==> src/fetch_settings.svh <==
// Fetch front end settings

`ifndef FETCH_SETTINGS_SVH
`define FETCH_SETTINGS_SVH

// Request queue, entries in flight and pointer width
`define FETCH_QUEUE_DEPTH 8
`define FETCH_QUEUE_AW 3

// Branch target buffer, indexed by address bits 4 to 2
`define FETCH_BTB_ENTRIES 8

// Branch opcodes found in instruction bits 30 to 21
`define FETCH_OC_B 10'h078
`define FETCH_OC_BR 10'h079
`define FETCH_OC_BUR 10'h07a

// First fetch address after reset
`define FETCH_RESET_PC 32'h0000_0000

// Single instruction per step
`define FETCH_PC_STEP 32'd4

`endif
==> src/fetch_pkg.sv <==
// Fetch front end types

package fetch_pkg;

	typedef logic [31:0] addr_t;
	typedef logic [31:0] inst_t;
	typedef logic [11:0] mmu_flags_t;
	typedef logic [13:0] asid_t;

	typedef enum logic [1:0] {
		PSR,
		PDTR,
		KPDTR,
		TIDR
	} sysreg_sel_t;

	typedef enum logic [1:0] {
		RESET_START,
		FETCHING,
		WAIT_ADDR
	} fetch_state_t;

	// Context that travels with every request
	typedef struct packed {
		logic [1:0] mmumod;
		logic [2:0] mmups;
		asid_t asid;
		addr_t pdt;
		logic kernel_access;
		logic paging_ena;
	} fetch_ctx_t;

	typedef struct packed {
		addr_t addr;
		fetch_ctx_t ctx;
	} fetch_req_t;

	// Branch resolution feedback
	typedef struct packed {
		logic jump;
		logic hit;
		addr_t jump_addr;
		addr_t inst_addr;
	} bp_result_t;

	typedef struct packed {
		logic valid;
		inst_t inst;
		addr_t pc;
		mmu_flags_t mmu_flags;
		logic paging_ena;
		logic kernel_access;
		logic predict;
		addr_t predict_addr;
	} fetch_out_t;

endpackage

==> src/fetch_top.sv <==
// Fetch front end top level
`timescale 1ns/1ps

module fetch_top (
	input logic iCLOCK,
	input logic inRESET,
	input logic reg_we,
	input fetch_pkg::sysreg_sel_t reg_sel,
	input fetch_pkg::addr_t reg_wdata,
	input logic exc_event,
	input logic exc_addr_set,
	input fetch_pkg::addr_t exc_addr,
	output logic fetch_req,
	input logic mem_lock,
	output fetch_pkg::fetch_req_t req,
	input logic inst_valid,
	input fetch_pkg::inst_t inst,
	input fetch_pkg::mmu_flags_t mmu_flags,
	output logic prev_lock,
	input fetch_pkg::bp_result_t bp_result,
	output logic bp_flush,
	input logic fetch_stop,
	input logic next_lock,
	output fetch_pkg::fetch_out_t out
);

	fetch_pkg::fetch_ctx_t ctx;

	fetch_sysreg u_sysreg (
		.iCLOCK(iCLOCK),
		.inRESET(inRESET),
		.reg_we(reg_we),
		.reg_sel(reg_sel),
		.reg_wdata(reg_wdata),
		.ctx(ctx)
	);

	fetch u_fetch (
		.iCLOCK(iCLOCK),
		.inRESET(inRESET),
		.ctx(ctx),
		.exc_event(exc_event),
		.exc_addr_set(exc_addr_set),
		.exc_addr(exc_addr),
		.fetch_req(fetch_req),
		.mem_lock(mem_lock),
		.req(req),
		.inst_valid(inst_valid),
		.inst(inst),
		.mmu_flags(mmu_flags),
		.prev_lock(prev_lock),
		.bp_result(bp_result),
		.bp_flush(bp_flush),
		.fetch_stop(fetch_stop),
		.next_lock(next_lock),
		.out(out)
	);

endmodule

==> src/fetch.sv <==
// Instruction fetch unit
`timescale 1ns/1ps
`include "fetch_settings.svh"

module fetch (
	input logic iCLOCK,
	input logic inRESET,
	input fetch_pkg::fetch_ctx_t ctx,
	input logic exc_event,
	input logic exc_addr_set,
	input fetch_pkg::addr_t exc_addr,
	output logic fetch_req,
	input logic mem_lock,
	output fetch_pkg::fetch_req_t req,
	input logic inst_valid,
	input fetch_pkg::inst_t inst,
	input fetch_pkg::mmu_flags_t mmu_flags,
	output logic prev_lock,
	input fetch_pkg::bp_result_t bp_result,
	output logic bp_flush,
	input logic fetch_stop,
	input logic next_lock,
	output fetch_pkg::fetch_out_t out
);

	fetch_pkg::fetch_state_t state;
	fetch_pkg::addr_t pc;
	fetch_pkg::fetch_req_t q_head;
	fetch_pkg::addr_t predict_addr;
	fetch_pkg::fetch_out_t out_r;
	logic q_full;
	logic issue;
	logic front_flush;
	logic search_stb;
	logic predict;
	logic take;

	function automatic logic is_branch(input fetch_pkg::inst_t word);
		case (word[30:21])
			`FETCH_OC_B,
			`FETCH_OC_BR,
			`FETCH_OC_BUR: is_branch = 1'b1;
			default: is_branch = 1'b0;
		endcase
	endfunction

	// One issue condition, shared by the request and the queue write
	assign issue = (state == fetch_pkg::FETCHING) && !exc_event && !bp_flush &&
		!q_full && !mem_lock && !fetch_stop;
	assign front_flush = exc_event || bp_flush;
	assign take = inst_valid && !next_lock;	// Word leaves the memory this cycle

	assign fetch_req = issue;
	assign req.addr = pc;
	assign req.ctx = ctx;
	assign prev_lock = next_lock;

	fetch_addr_queue u_queue (
		.iCLOCK(iCLOCK),
		.inRESET(inRESET),
		.flush(front_flush),
		.wr_en(issue),
		.wr_data(req),
		.full(q_full),
		.rd_en(take),
		.rd_data(q_head)
	);

	assign search_stb = inst_valid && is_branch(inst);

	branch_predictor u_btb (
		.iCLOCK(iCLOCK),
		.inRESET(inRESET),
		.flush(1'b0),
		.search_stb(search_stb),
		.search_addr(q_head.addr),
		.predict(predict),
		.predict_addr(predict_addr),
		.train(bp_result)
	);

	assign bp_flush = !next_lock && predict;

	always_ff @(posedge iCLOCK or negedge inRESET) begin
		if (!inRESET) begin
			state <= fetch_pkg::RESET_START;
			pc <= `FETCH_RESET_PC;
		end else if (exc_addr_set) begin
			state <= fetch_pkg::FETCHING;
			pc <= {exc_addr[31:1], 1'b0};	// Halfword aligned restart
		end else if (exc_event) begin
			state <= fetch_pkg::WAIT_ADDR;
		end else if (bp_flush) begin
			state <= fetch_pkg::FETCHING;
			pc <= predict_addr;
		end else begin
			case (state)
				fetch_pkg::RESET_START: begin
					state <= fetch_pkg::FETCHING;
					pc <= `FETCH_RESET_PC;
				end
				fetch_pkg::FETCHING: begin
					if (issue) begin
						pc <= pc + `FETCH_PC_STEP;
					end
				end
				default: state <= state;	// Waiting for a restart address
			endcase
		end
	end

	// Decode output register
	always_ff @(posedge iCLOCK or negedge inRESET) begin
		if (!inRESET) begin
			out_r <= '0;
		end else if (front_flush) begin
			out_r <= '0;
		end else if (!next_lock) begin
			out_r.valid <= inst_valid;
			out_r.inst <= inst;
			out_r.pc <= q_head.addr + `FETCH_PC_STEP;
			out_r.mmu_flags <= mmu_flags;
			out_r.paging_ena <= q_head.ctx.paging_ena;
			out_r.kernel_access <= q_head.ctx.kernel_access;
			out_r.predict <= predict;
			out_r.predict_addr <= predict_addr;
		end
	end

	assign out = out_r;

endmodule

==> src/branch_predictor.sv <==
// Branch target buffer
`timescale 1ns/1ps
`include "fetch_settings.svh"

module branch_predictor (
	input logic iCLOCK,
	input logic inRESET,
	input logic flush,
	input logic search_stb,
	input fetch_pkg::addr_t search_addr,
	output logic predict,
	output fetch_pkg::addr_t predict_addr,
	input fetch_pkg::bp_result_t train
);

	localparam int ENTRIES = `FETCH_BTB_ENTRIES;
	localparam int IW = $clog2(ENTRIES);
	localparam int TW = 32 - IW - 2;

	typedef logic [IW-1:0] btb_idx_t;
	typedef logic [TW-1:0] btb_tag_t;

	logic [ENTRIES-1:0] entry_valid;
	btb_tag_t entry_tag [ENTRIES];
	fetch_pkg::addr_t entry_target [ENTRIES];

	btb_idx_t search_idx;
	btb_tag_t search_tag;
	btb_idx_t train_idx;
	btb_tag_t train_tag;
	logic train_match;

	// Tag is everything above the index, byte bits dropped
	assign search_idx = search_addr[IW+1:2];
	assign search_tag = search_addr[31:IW+2];
	assign train_idx = train.inst_addr[IW+1:2];
	assign train_tag = train.inst_addr[31:IW+2];

	assign predict = search_stb && entry_valid[search_idx] &&
		(entry_tag[search_idx] == search_tag);
	assign predict_addr = entry_target[search_idx];

	assign train_match = entry_valid[train_idx] && (entry_tag[train_idx] == train_tag);

	// Tags and targets are only meaningful behind a valid bit
	always_ff @(posedge iCLOCK) begin
		if (train.jump && train.hit) begin
			entry_tag[train_idx] <= train_tag;
			entry_target[train_idx] <= train.jump_addr;
		end
	end

	always_ff @(posedge iCLOCK or negedge inRESET) begin
		if (!inRESET) begin
			entry_valid <= '0;
		end else if (flush) begin
			entry_valid <= '0;
		end else if (train.jump) begin
			if (train.hit) begin
				entry_valid[train_idx] <= 1'b1;
			end else if (train_match) begin
				entry_valid[train_idx] <= 1'b0;	// Mispredicted, forget it
			end
		end
	end

endmodule

==> src/fetch_addr_queue.sv <==
// Fetch request queue
`timescale 1ns/1ps
`include "fetch_settings.svh"

module fetch_addr_queue #(
	parameter int DEPTH = `FETCH_QUEUE_DEPTH,
	parameter int AW = `FETCH_QUEUE_AW
) (
	input logic iCLOCK,
	input logic inRESET,
	input logic flush,
	input logic wr_en,
	input fetch_pkg::fetch_req_t wr_data,
	output logic full,
	input logic rd_en,
	output fetch_pkg::fetch_req_t rd_data
);

	localparam logic [AW:0] FULL_COUNT = (AW + 1)'(DEPTH);

	fetch_pkg::fetch_req_t mem [DEPTH];
	logic [AW-1:0] wr_ptr;
	logic [AW-1:0] rd_ptr;
	logic [AW:0] count;
	logic do_wr;
	logic do_rd;

	assign full = (count == FULL_COUNT);
	assign do_wr = wr_en && !full;
	assign do_rd = rd_en && (count != '0);	// Empty reads are ignored

	// Show-ahead, head word always visible
	assign rd_data = mem[rd_ptr];

	always_ff @(posedge iCLOCK) begin
		if (do_wr) begin
			mem[wr_ptr] <= wr_data;
		end
	end

	always_ff @(posedge iCLOCK or negedge inRESET) begin
		if (!inRESET) begin
			wr_ptr <= '0;
			rd_ptr <= '0;
			count <= '0;
		end else if (flush) begin
			wr_ptr <= '0;
			rd_ptr <= '0;
			count <= '0;
		end else begin
			if (do_wr) begin
				wr_ptr <= wr_ptr + 1'b1;
			end
			if (do_rd) begin
				rd_ptr <= rd_ptr + 1'b1;
			end
			case ({do_wr, do_rd})
				2'b10: count <= count + 1'b1;
				2'b01: count <= count - 1'b1;
				default: count <= count;	// Both or neither
			endcase
		end
	end

endmodule

==> src/fetch_sysreg.sv <==
// System registers and fetch context
`timescale 1ns/1ps

module fetch_sysreg (
	input logic iCLOCK,
	input logic inRESET,
	input logic reg_we,
	input fetch_pkg::sysreg_sel_t reg_sel,
	input fetch_pkg::addr_t reg_wdata,
	output fetch_pkg::fetch_ctx_t ctx
);

	fetch_pkg::addr_t psr;
	fetch_pkg::addr_t pdtr;
	fetch_pkg::addr_t kpdtr;
	fetch_pkg::addr_t tidr;
	logic kernel_mode;

	always_ff @(posedge iCLOCK or negedge inRESET) begin
		if (!inRESET) begin
			psr <= '0;
			pdtr <= '0;
			kpdtr <= '0;
			tidr <= '0;
		end else if (reg_we) begin
			case (reg_sel)
				fetch_pkg::PSR: psr <= reg_wdata;
				fetch_pkg::PDTR: pdtr <= reg_wdata;
				fetch_pkg::KPDTR: kpdtr <= reg_wdata;
				fetch_pkg::TIDR: tidr <= reg_wdata;
				default: psr <= psr;
			endcase
		end
	end

	// Privilege level zero is kernel
	assign kernel_mode = (psr[6:5] == 2'b00);

	always_comb begin
		ctx.mmumod = psr[1:0];
		ctx.mmups = psr[9:7];
		ctx.asid = tidr[31:18];
		ctx.pdt = kernel_mode ? kpdtr : pdtr;	// Kernel uses its own table
		ctx.kernel_access = kernel_mode;
		ctx.paging_ena = |psr[1:0];
	end

endmodule

==> config.mk <==
export PLATFORM = sky130hd
export DESIGN_NAME = fetch_top
export DESIGN_NICKNAME = d
export VERILOG_FILES = /design/src/fetch_pkg.sv /design/src/fetch_top.sv /design/src/fetch.sv /design/src/branch_predictor.sv /design/src/fetch_addr_queue.sv /design/src/fetch_sysreg.sv
export VERILOG_INCLUDE_DIRS = /design/src
export SDC_FILE = /design/constraint.sdc
export NUM_CORES = 1
export LEC_CHECK = 0
export CORE_ASPECT_RATIO = 1.25
export CORE_UTILIZATION = 40
export DETAILED_ROUTE_END_ITERATION = 8
export DONT_BUFFER_PORTS = 1
export GPL_TIMING_DRIVEN = 0
export PLACE_DENSITY = 0.63
export SLEW_MARGIN = 20
export SYNTH_ARGS = -nofsm -noshare
export SYNTH_HDL_FRONTEND = slang
export SYNTH_HIERARCHICAL = 1
export SYNTH_SLANG_ARGS = --single-unit
export TNS_END_PERCENT = 30
==> constraint.sdc <==
create_clock -name iCLOCK -period 13.65 [get_ports iCLOCK]
set_input_delay 2.0475 -clock iCLOCK [delete_from_list [all_inputs] [get_ports iCLOCK]]
set_output_delay 2.0475 -clock iCLOCK [all_outputs]
set_load 0.1 [all_outputs]
## Yosys cells after proc, flatten, opt, wreduce, memory -nomap -nowiden

Memories as Yosys holds them, arrays and structs flattened.
Index checks and enable logic that the tools add are counted.

| operators by class | value |
|---|---|
| bitwise gates (word level) | 3 |
| equal/unequal tests | 15 |
| add/sub/neg operators | 6 |
| mux-type cells | 31 |
| reductions and logical operators | 40 |
| $lt $le $gt $ge | 3 |

Operator list:

| operator | number |
|---|---|
| $mux 112 | 2 |
| $mux 32 | 5 |
| $add 32x3->32 const B | 2 |
| $pmux 32 s2 | 1 |
| $eq 27x27->1 | 2 |
| $eq 10x7->1 const B | 3 |
| $mux 8 | 2 |
| $logic_and 1x1->1 | 15 |
| $mux 3 | 4 |
| $reduce_bool 4->1 | 3 |
| $reduce_and 2->1 | 5 |
| $and 8x8->8 | 1 |
| $lt 3x4->1 const B | 2 |
| $mux 1 | 8 |
| $mux 2 | 4 |
| $not 8->8 | 1 |
| $or 8x8->8 | 1 |
| $pmux 4 s2 | 1 |
| $add 3x1->3 const B | 2 |
| $bmux 1 s3 | 2 |
| $eq 2x1->1 const B | 3 |
| $eq 2x2->1 const B | 3 |
| $logic_not 1->1 | 6 |
| $logic_not 2->1 | 3 |
| other kinds (14) | 17 |

| word-level totals | value |
|---|---|
| output and inout port bits | 200 |
| flip-flop bits (word level) | 270 |
| RAM bits | 1,152 |
| memories kept | 3 |
| input bits | 185 |

Memories:

| memory | words | width | rd ports | clocked after memory_dff | wr ports | line | text |
|---|---|---|---|---|---|---|---|
| u_fetch.u_queue.mem | 8 | 85 | 1 | 0 | 1 | fetch_addr_queue.sv:21 | `fetch_pkg::fetch_req_t mem [DEPTH];` |
| u_fetch.u_btb.entry_target | 8 | 32 | 1 | 0 | 1 | branch_predictor.sv:25 | `fetch_pkg::addr_t entry_target [ENTRIES];` |
| u_fetch.u_btb.entry_tag | 8 | 27 | 2 | 0 | 1 | branch_predictor.sv:24 | `btb_tag_t entry_tag [ENTRIES];` |

## Depth between registers and ports, before layout

Gate-level depths: netlist of the first run.

| logic depth | value |
|---|---|
| depth in word-level cells | 17 |
| gate-level depth with buffers | 24 |
| depth with buffers taken out | 18 |

## Hierarchy

The synthesis of the first run kept the hierarchy.

By module, submodules not included:

| module | cells each | area an instance (sq um) | times used |
|---|---|---|---|
| fetch_addr_queue | 1,061 | 26,096.3 | 1 |
| branch_predictor | 970 | 20,520.9 | 1 |
| fetch | 758 | 7,390.8 | 1 |
| fetch_sysreg | 224 | 3,584.7 | 1 |

## Worst setup path before layout of the first run

No wires, ideal clock.

| timing path | value |
|---|---|
| kind | reg2reg |
| from | register u_fetch.u_queue.rd_ptr[0] |
| to | memory u_fetch/u_queue/mem[0][0] (netlist name), enable pin |
| library setup time | 0.633 ns |
| slack | 2.105 ns |
| path buffers | 7 |
| data arrival time | 10.912 ns |
| stages on the path, launching flop included | 21 |
| path through | dfrtp_1 > buf_2 > clkbuf_1 > buf_2 > mux4_2 > mux2_2 > buf_2 > buf_2 > mux4_2 > mux2i_1 > xnor2_1 > nor4_1 > nand3_1 > nor4_1 > nand2b_1 > buf_2 > and4b_1 > clkbuf_1 > nand2_1 > or2_2 > nor3_1 |

RTL lines:

| what | line | text |
|---|---|---|
| start: declaration | fetch_addr_queue.sv:23 | `logic [AW-1:0] rd_ptr;` |
| start signal: assignment | fetch_addr_queue.sv:55 | `rd_ptr <= rd_ptr + 1'b1;` |
| end: declaration | fetch_addr_queue.sv:21 |  |

==> impl_results.md, run 1 <==
* Cell class contributing the biggest share of worst-path delay: buffers and inverters
* Slowest Stage Delay on Critical Path at 860 ps
* Antenna violations before repair at 6
* Reg2reg setup slack at 4720 ps
* Worst-Skew Late Latency at 720 ps
* Total GRT Usage at 22.25%
* Num Clock Sinks at 993
* Fillers at 9,020
* Fin. max-slew vios at 0
* Final Cycle Share at 75.59%
* Worst Hold Endpoint: u_sysreg/kpdtr[9]
* Port bufs at 0
* Final nets at 2,813
* Synthesis Warnings at 6
* Critical Path Start Type: register
* Post-route ant nets at 0
* Chip height at 366.0 µm
* Hold Crit Depth at 1
* Max_slew headroom at 22.44%
* Mean Syn Cell Area at 17.43 µm²
* CTS root buf: clkbuf_16
* Largest net degree at the start of global routing at 250
* Post-DP HPWL at 87,900 µm
* Total wire length at 119,600 µm
* I/O pins at 385
* Largest fanout on the critical path at 10
* First-pass GRT wire length at 173,000 µm
* Std-Cell Rows at 133
* Worst EP arrival at 8270 ps
* Area of the multi-input gates at 12,700 µm²
* Worst Path Buf+Inv at 9
* Vias per inst at 5.726
* Post-Place Worst Slack at 4006 ps
* Die ar. at 107,300 µm²
* DRT iter0 DRCs at 2,120
* Fmax at 0.09692 GHz
* Status: finished, final reports clean
* Initial Utilization at 40.31%
* Area grow syn2layout at 14.66%
* Overall via count from detail_route at 23,567
* Overflow left after global routing at 0
* Syn nets at 2,623
* Drt drc at 0
* Worst Min Path Start: u_sysreg/kpdtr[9]
* Critical path class: register to output port
* Gp weighted congestion at 0.8810
* Number of buffers created by CTS at 96
* Reg-to-Reg Start: u_fetch/u_queue/rd_ptr[1]
* Syn Inst Count at 2,432
* Max-cap viol count at 0
* Worst-margin pin slew at 1163 ps
* Worst setup EP type: output port
* Final WS setup at 3332 ps
* Most frequent cells in the layout: edfxtp_1, mux4_2, dfrtp_1
* CTS tree: yes
* RSZ-0062 raised after global routing: no
* Max VDD drop at 0.0001242 V
* CTS resizes at 0
* R2r endpoint: u_fetch/u_queue/mem[0][64]
* Seq. cell area at 28,610 µm²
* CP most frequent cell: clkbuf_1
* Commonest non-fill, non-tap cell in the layout: edfxtp_1
* Die Wd at 293.2 µm
* Hold Buf Count CTS at 0
* CTS Buffer Depth at 3
* Final Critical Period at 10,320 ps
* Cell chain of the critical path: clkbuf_1 > clkbuf_1 > clkbuf_1 > mux4_2 > mux2_2 > clkbuf_1 > buf_2 > buf_1 > mux2i_1 > xor2_1 > nand4_1 > nor4_1 > nand2b_1 > inv_2 > clkbuf_1 > buf_2
* Slowest stage cell on the critical path: buf_1
* DRT Pass-1 Iters at 6
* Mapped cell area at 42,390 µm²
* Req. time, crit path at 11,600 ps
* Core Region at 105,200 µm²
* Ratio of cells with drive above 1 in the final layout at 31.66%
* Clk_skew at 55.01 ps
* H-tree depth at 3
* Final hold viol count at 0
* HP Class: register to register
* Clk slew on worst S/H paths at 70 ps
* Finished Core Util at 46.21%
* Pwr dens at 150.8 nW/µm²
* Wirelength per Cell at 29.07 µm
* Final setup viols at 0
* Setup Fix Bufs, Post-CTS at 0
* Static Leak at 16.80 nW
* R2R depth at 21
* Vias in the first global route at 24,599
[report_power, final]
part / switching, mW / total, mW / internal (mW)
logic: 0.619 / 0.890 / 0.271
registers: 0.332 / 3.73 / 3.40
clock network: 1.19 / 2.71 / 1.52
[state kept, by name, indices dropped and copies added (netlist names)]
signal	flops
u_fetch/u_queue/count	4
u_fetch/u_btb/entry_tag	216
u_sysreg/tidr	14
u_fetch/u_btb/entry_target	256
u_fetch/u_queue/mem	272
u_fetch/u_queue/rd_ptr	3
u_fetch/state	2
u_fetch/pc	32
u_fetch/out	112
u_sysreg/pdtr	32
u_fetch/u_btb/entry_valid	8
u_sysreg/kpdtr	32
u_sysreg/psr	7
u_fetch/u_queue/wr_ptr	3
[layout make-up]
cell class / count / area share [%]
Clock inverter: 56 / 1.478
Inverter: 14 / 0.1081
Sequential cell: 993 / 58.88
Buffer: 206 / 2.415
Multi-Input combinational cell: 1219 / 26.14
Antenna cell: 2 / 0.01030
Tap cell: 1417 / 3.648
Timing Repair Buffer: 92 / 2.201
Clock buffer: 117 / 5.126
[how the worst max path moves through the flow]
stage	slack, ps	cells after the start	end	start
finish	3330	16	bp_flush	u_fetch/u_queue/rd_ptr[1]
global route	3070	16	bp_flush	u_fetch/u_queue/rd_ptr[1]
CTS	3230	16	bp_flush	u_fetch/u_queue/rd_ptr[1]
detailed placement	4010	16	bp_flush	u_fetch/u_queue/rd_ptr[1]
global placement	-2550	6	u_fetch/u_btb/entry_target[0][15]	bp_result[3]
floorplan	4520	6	u_fetch/u_btb/entry_tag[0][0]	bp_result[3]
[routing by layer]
layer / part of all wire, % / up-vias / global-route usage (%)
met3: 8.4 / 212 / 6.649
met5: 0.039 / - / 0
met2: 52 / 918 / 39.19
met4: 4.2 / 8 / 9.555
li1: - / 10015 / -
met1: 35 / 12414 / 24.77
[stage by stage]
stage | power [mW] | cells | hold WS [ps] | instance area [µm²] | TNS, ps
6_report | 7.329 | 4116 | 499.3 | 48600 | 0
5_1_grt | 7.542 | 4116 | 510.8 | 48600 | 0
4_1_cts | 7.392 | 4114 | 501.9 | 48590 | 0
3_5_place_dp | 4.687 | 3941 | 486.7 | 45380 | 0
3_3_place_gp | 4.633 | 3849 | 481.1 | 44160 | -151930
2_1_floorplan | 4.442 | 2432 | 473.6 | 42390 | 0
[worst register-to-register path, delay by kind of cell (launching register included)]
family	cells	cell delay [ps]
AND/OR/NAND/NOR	7	2380
buffers and inverters	10	4270
XOR/XNOR	1	140
flip-flops	1	370
multiplexers	3	1420
(Power assumes the default switching activity.)
==> inputs of run 2 (changes only) <==
==> constraint.sdc (replaced) <==
create_clock -name iCLOCK -period 10 [get_ports iCLOCK]
set_input_delay 1.5 -clock iCLOCK [delete_from_list [all_inputs] [get_ports iCLOCK]]
set_output_delay 1.5 -clock iCLOCK [all_outputs]
set_load 0.1 [all_outputs]
==> impl_results.md, run 2 (synthesis results as in run 1) <==
* Pwr dens at 205.8 nW/µm²
* CTS resizes at 0
* DRT Pass-1 Iters at 5
* Clk slew on worst S/H paths at 60 ps
* CP most frequent cell: clkbuf_1
* Final Cycle Share at 92.27%
* Area grow syn2layout at 14.65%
* Core Region at 105,200 µm²
* Fillers at 9,020
* CTS root buf: clkbuf_16
* DRT iter0 DRCs at 2,001
* HP Class: input pin to async pin
* Hold Slack at 487.5 ps
* Final std cells w/o fill at 4,115
* Area of the multi-input gates at 12,700 µm²
* Worst-Skew Late Latency at 720 ps
* Final nets at 2,812
* Vias per inst at 5.693
* Num Clock Sinks at 993
* Largest net degree at the start of global routing at 250
* Fmax at 0.1084 GHz
* Die Wd at 293.2 µm
* Most flops, register: u_fetch/u_queue/mem
* Comb pwr share at 12.1%
* I/O pins at 385
* Std-Cell Rows at 133
* Largest registers: u_fetch/u_queue/mem x272, u_fetch/u_btb/entry_target x256, u_fetch/u_btb/entry_tag x216
* CTS tree: yes
* Post-route ant nets at 0
* Fin. max-slew vios at 0
* Clock Power Share at 37.0%
* Wirelength per Cell at 29.03 µm
* Final Critical Period at 9227 ps
* CTS Buffer Depth at 3
* Die ar. at 107,300 µm²
* Max reg flops at 272
* Cell class contributing the biggest share of worst-path delay: buffers and inverters
* Total GRT Usage at 22.25%
* Critical path class: register to output port
* Final WS setup at 773.4 ps
* Sw power at 2.915 mW
* Slowest stage cell on the critical path: buf_2
* H-tree depth at 3
* Final setup viols at 0
* Seq. cell area at 28,610 µm²
* RSZ-0062 raised after global routing: no
* Vias in the first global route at 24,599
* Critical Path Start Type: register
* Initial Utilization at 40.31%
* Setup Fix Bufs, Post-CTS at 0
* Post-Place Worst Slack at 903.4 ps
* Sw frac at 29.14%
* Post-DP HPWL at 87,900 µm
* Max_slew headroom at 22.82%
* Chip height at 366.0 µm
* Req. time, crit path at 8500 ps
* Worst setup EP type: output port
* Antenna violations before repair at 6
* Max-cap viol count at 0
* Ratio of cells with drive above 1 in the final layout at 31.68%
* Number of buffers created by CTS at 96
* Dpl cells at 3,941
* Status: finished, final reports clean
* Register share of total power at 50.9%
* Most frequent cells in the layout: edfxtp_1, mux4_2, dfrtp_1
* Worst Path Buf+Inv at 8
* Static Leak at 16.79 nW
* Total wire length at 119,500 µm
* Drt drc at 0
* Max VDD drop at 0.0001701 V
* Worst EP arrival at 7730 ps
* Finished Core Util at 46.21%
* Cell chain of the critical path: clkbuf_1 > clkbuf_1 > clkbuf_1 > mux4_2 > mux2_2 > buf_2 > buf_2 > mux4_2 > mux2i_1 > xor2_1 > nand4_1 > nor4_1 > nand2b_1 > inv_2 > clkbuf_1 > buf_2
* Largest fanout on the critical path at 10
* First-pass GRT wire length at 173,000 µm
* Clk_skew at 57.03 ps
* Hold Buf Count CTS at 0
* Internal cell power at 7.088 mW
* Overflow left after global routing at 0
* Worst-margin pin slew at 1158 ps
* Commonest non-fill, non-tap cell in the layout: edfxtp_1
* Final hold viol count at 0
* Overall via count from detail_route at 23,425
* Slowest Stage Delay on Critical Path at 800 ps
* Gp weighted congestion at 0.8810
* Port bufs at 0
* Tot Pwr at 10.00 mW
run 2: changes by cell type in the layout (fill, tap and decap cells not counted):
cell,delta
buf_1,-1
run 2: cell type report:
class                      count  area share [%]
sequential                   993           58.88
multi-input combinational   1219           26.14
clock buffer                 117           5.126
tap                         1417           3.648
buffer                       205           2.407
timing repair buffer          92           2.201
clock inverter                56           1.478
inverter                      14          0.1081
antenna                        2         0.01030
run 2: final timing paths:
path,start,end,slack (ps),cells after the start
setup / recovery,u_fetch/u_queue/rd_ptr[1],bp_flush,770,16
hold / removal,inRESET,u_fetch/pc[20],490,0
setup reg to reg,u_fetch/u_queue/rd_ptr[1],u_fetch/u_queue/mem[0][64],1600,21
hold reg to reg,u_sysreg/kpdtr[9],u_sysreg/kpdtr[9],500,1
max in group asynchronous,inRESET,u_fetch/out[49],8960,0
min in group iCLOCK,u_sysreg/kpdtr[9],u_sysreg/kpdtr[9],500,1
run 2: routing by layer:
metal,track usage [%],vias to the layer above,wire length (µm)
li1,-,10007,-
met1,24.77,12328,42370
met2,39.19,861,62100
met3,6.649,221,9836
met4,9.555,8,5093
met5,0,-,47
run 2: power groups by stage:
stage          clock [mW]  sequential, mW  combinational, mW
3_5_place_dp            0            5.18               1.22
3_3_place_gp            0            5.27               1.06
6_report             3.70            5.09               1.21
4_1_cts              3.78            5.10               1.22
2_1_floorplan           0            5.16              0.901
5_1_grt              3.92            5.11               1.26
run 2: worst register-to-register path, cell delays in order, from the launching register on:
cell	delay (ps)
dfrtp_1	370
clkbuf_1	340
clkbuf_1	320
clkbuf_1	560
mux4_2	340
mux2_2	400
buf_2	450
buf_2	440
mux4_2	550
mux2i_1	580
xor2_1	140
nand4_1	150
nor4_1	100
nand2b_1	300
buf_2	320
and4b_2	760
clkbuf_1	410
nand2_1	150
or2_2	410
nor3_2	540
buf_6	240
buf_4	210
run 2: stage by stage:
| step | setup TNS (ps) | instance area (µm²) |
|---|---|---|
| floorplan | 0 | 42390 |
| global placement | -1175500 | 44160 |
| detailed placement | 0 | 45380 |
| CTS | 0 | 48590 |
| global route | 0 | 48600 |
| finish | 0 | 48600 |
==> inputs of run 3 (changes only) <==
--- a/config.mk
+++ b/config.mk
@@ -6,13 +6,14 @@
 export SDC_FILE = /design/constraint.sdc
 export NUM_CORES = 1
 export LEC_CHECK = 0
+export ABC_AREA = 1
+export ABC_CLOCK_PERIOD_IN_PS = 10000
 export CORE_ASPECT_RATIO = 1.25
 export CORE_UTILIZATION = 40
 export DETAILED_ROUTE_END_ITERATION = 8
 export DONT_BUFFER_PORTS = 1
 export GPL_TIMING_DRIVEN = 0
 export PLACE_DENSITY = 0.63
-export SLEW_MARGIN = 20
 export SYNTH_ARGS = -nofsm -noshare
 export SYNTH_HDL_FRONTEND = slang
 export SYNTH_HIERARCHICAL = 1
==> impl_results.md, run 3 <==
* Status: complete, but fails checks
* Failing checks: max-capacitance violations
* Cell class contributing the biggest share of worst-path delay: buffers and inverters
* Largest registers: u_fetch/u_queue/mem x272, u_fetch/u_btb/entry_target x256, u_fetch/u_btb/entry_tag x216
* Largest fanout on the critical path at 10
* Critical Path Start Type: register
* Worst setup EP type: output port
* Number of buffers created by CTS at 99
* Post-route ant nets at 0
* Static Leak at 20.44 nW
* Most frequent cells in the layout: nand2_1, edfxtp_1, nor2_1
* Placement Cell Area at 48,200 µm²
* Req. time, crit path at 8500 ps
* Worst EP arrival at 7000 ps
* I/O pins at 385
* Std-Cell Rows at 137
* Ratio of cells with drive above 1 in the final layout at 11.37%
* Fin. max-slew vios at 0
* First-pass GRT wire length at 223,600 µm
* Drt drc at 0
* Critical Path Sink: fetch_req
* Area grow syn2layout at 13.83%
* Chip height at 378.5 µm
* Cell chain of the critical path: buf_2 > inv_2 > clkbuf_1 > o21ai_1 > o22ai_1 > nor2_1 > a31oi_1 > buf_2 > buf_2 > clkbuf_1 > o21ai_0 > nand3_1 > o21ai_0 > nand2_1 > o21ai_0 > nor2_1 > nand2_1 > nor2_1 > nand2_1 > nor2_1 > nand2_4 > nand2_1 > nor2_2 > buf_12
* DRT iter0 DRCs at 4,198
* R2R depth at 28
* Synthesis Warnings at 6
* H-tree depth at 3
* Final Cycle Share at 84.99%
* RSZ-0062 raised after global routing: no
* Mean Syn Cell Area at 10.02 µm²
* Syn nets at 4,717
* Total wire length at 155,500 µm
* Final nets at 4,888
* Total GRT Usage at 26.62%
* Post-DP HPWL at 113,000 µm
* Reg-to-Reg Start: u_fetch/u_queue/rd_ptr[1]
* Antenna violations before repair at 15
* HP Class: register to register
* CTS resizes at 0
* Overall via count from detail_route at 35,611
* Overflow left after global routing at 0
* Clk_skew at 37.14 ps
* Slowest Stage Delay on Critical Path at 1000 ps
* Core Region at 111,900 µm²
* Critical path class: register to output port
* Port bufs at 0
* Max_slew headroom at 0.9521%
* Worst-Skew Late Latency at 720 ps
* Worst Path Buf+Inv at 7
* Gp weighted congestion at 0.9345
* R2r endpoint: u_fetch/pc[17]
* CTS tree: yes
* CTS Buffer Depth at 3
* Reg2reg setup slack at 2310 ps
* Fmax at 0.1177 GHz
* Max-cap viol count at 1
* DRT Pass-1 Iters at 8
* Commonest non-fill, non-tap cell in the layout: nand2_1
* CP Launch Point: u_fetch/u_queue/rd_ptr[1]
* Hold Slack at 467.5 ps
* Worst-margin pin slew at 1486 ps
* Setup TNS at 0 ps
* Final Critical Period at 8499 ps
* Vias in the first global route at 33,915
* Vias per inst at 5.701
* Clk slew on worst S/H paths at 60 ps
* Mapped cell area at 45,350 µm²
* Final setup viols at 0
* Critical path depth at 24
* Die Wd at 303.2 µm
* Max VDD drop at 0.0001464 V
* Slowest stage cell on the critical path: a31oi_1
* Most flops, register: u_fetch/u_queue/mem
* Wirelength per Cell at 24.90 µm
* Max reg flops at 272
* Die ar. at 114,700 µm²
* Setup Fix Bufs, Post-CTS at 0
* Final instance area at 51,620 µm²
* CTS root buf: clkbuf_16
* Syn Inst Count at 4,526
* Largest net degree at the start of global routing at 250
* Num Clock Sinks at 993
* Pwr dens at 243.3 nW/µm²
* Initial Utilization at 40.51%
* Final hold viol count at 0
* Hold Buf Count CTS at 0
## run 3: layout make-up
type                    count  area [µm²]
well taps                1459        1826
repair buffers             70       907.1
clock buffers             128        2769
diodes                      3       7.507
multi-input cells        2872       13620
flip-flops and latches    993       28600
inverters                 315        1194
plain buffers             346        2066
fillers                 10351       60310
clock inverters            60       631.9
## run 3: per-stage QoR
step                instances  setup slack (ps)  power, mW  utilization (%)
finish                   6246              1501      12.56            46.12
global route             6245              1213      12.97            46.12
CTS                      6243              1661      12.54            46.10
detailed placement       6055              2439      8.695            43.06
global placement         5985             -1716      8.660            42.15
floorplan                4526              3279      7.562                -
## run 3: where the power goes
part	leakage (nW)	internal [mW]	switching (mW)	total, mW
logic	8.86	0.801	2.29	3.09
clock network	1.67	2.21	1.66	3.87
registers	9.91	4.68	0.925	5.60
## run 3: worst min path at each step
| stage | startpoint | endpoint | slack (ps) | cells past startpoint |
|---|---|---|---|---|
| 2_1_floorplan | u_sysreg/pdtr[0] | u_sysreg/pdtr[0] | 440 | 2 |
| 3_3_place_gp | u_sysreg/pdtr[24] | u_sysreg/pdtr[24] | 450 | 2 |
| 3_5_place_dp | u_sysreg/pdtr[3] | u_sysreg/pdtr[3] | 450 | 2 |
| 4_1_cts | u_sysreg/pdtr[24] | u_sysreg/pdtr[24] | 470 | 2 |
| 5_1_grt | u_sysreg/pdtr[23] | u_sysreg/pdtr[23] | 480 | 2 |
| 6_report | u_sysreg/pdtr[19] | u_sysreg/pdtr[19] | 470 | 2 |
## run 3: per-layer routing
metal,share of wire [%],GRT usage (%),vias to the layer above
met5,0.095,0,-
met4,5.5,14.17,22
met3,11,7.671,478
met2,47,42.96,2016
met1,36,32.01,17152
li1,-,-,15943
## run 3: worst min-delay path, stage by stage, from the launching register on
cell and delay (ps):
dfrtp_1 340, nand2_1 50, nand2_1 50
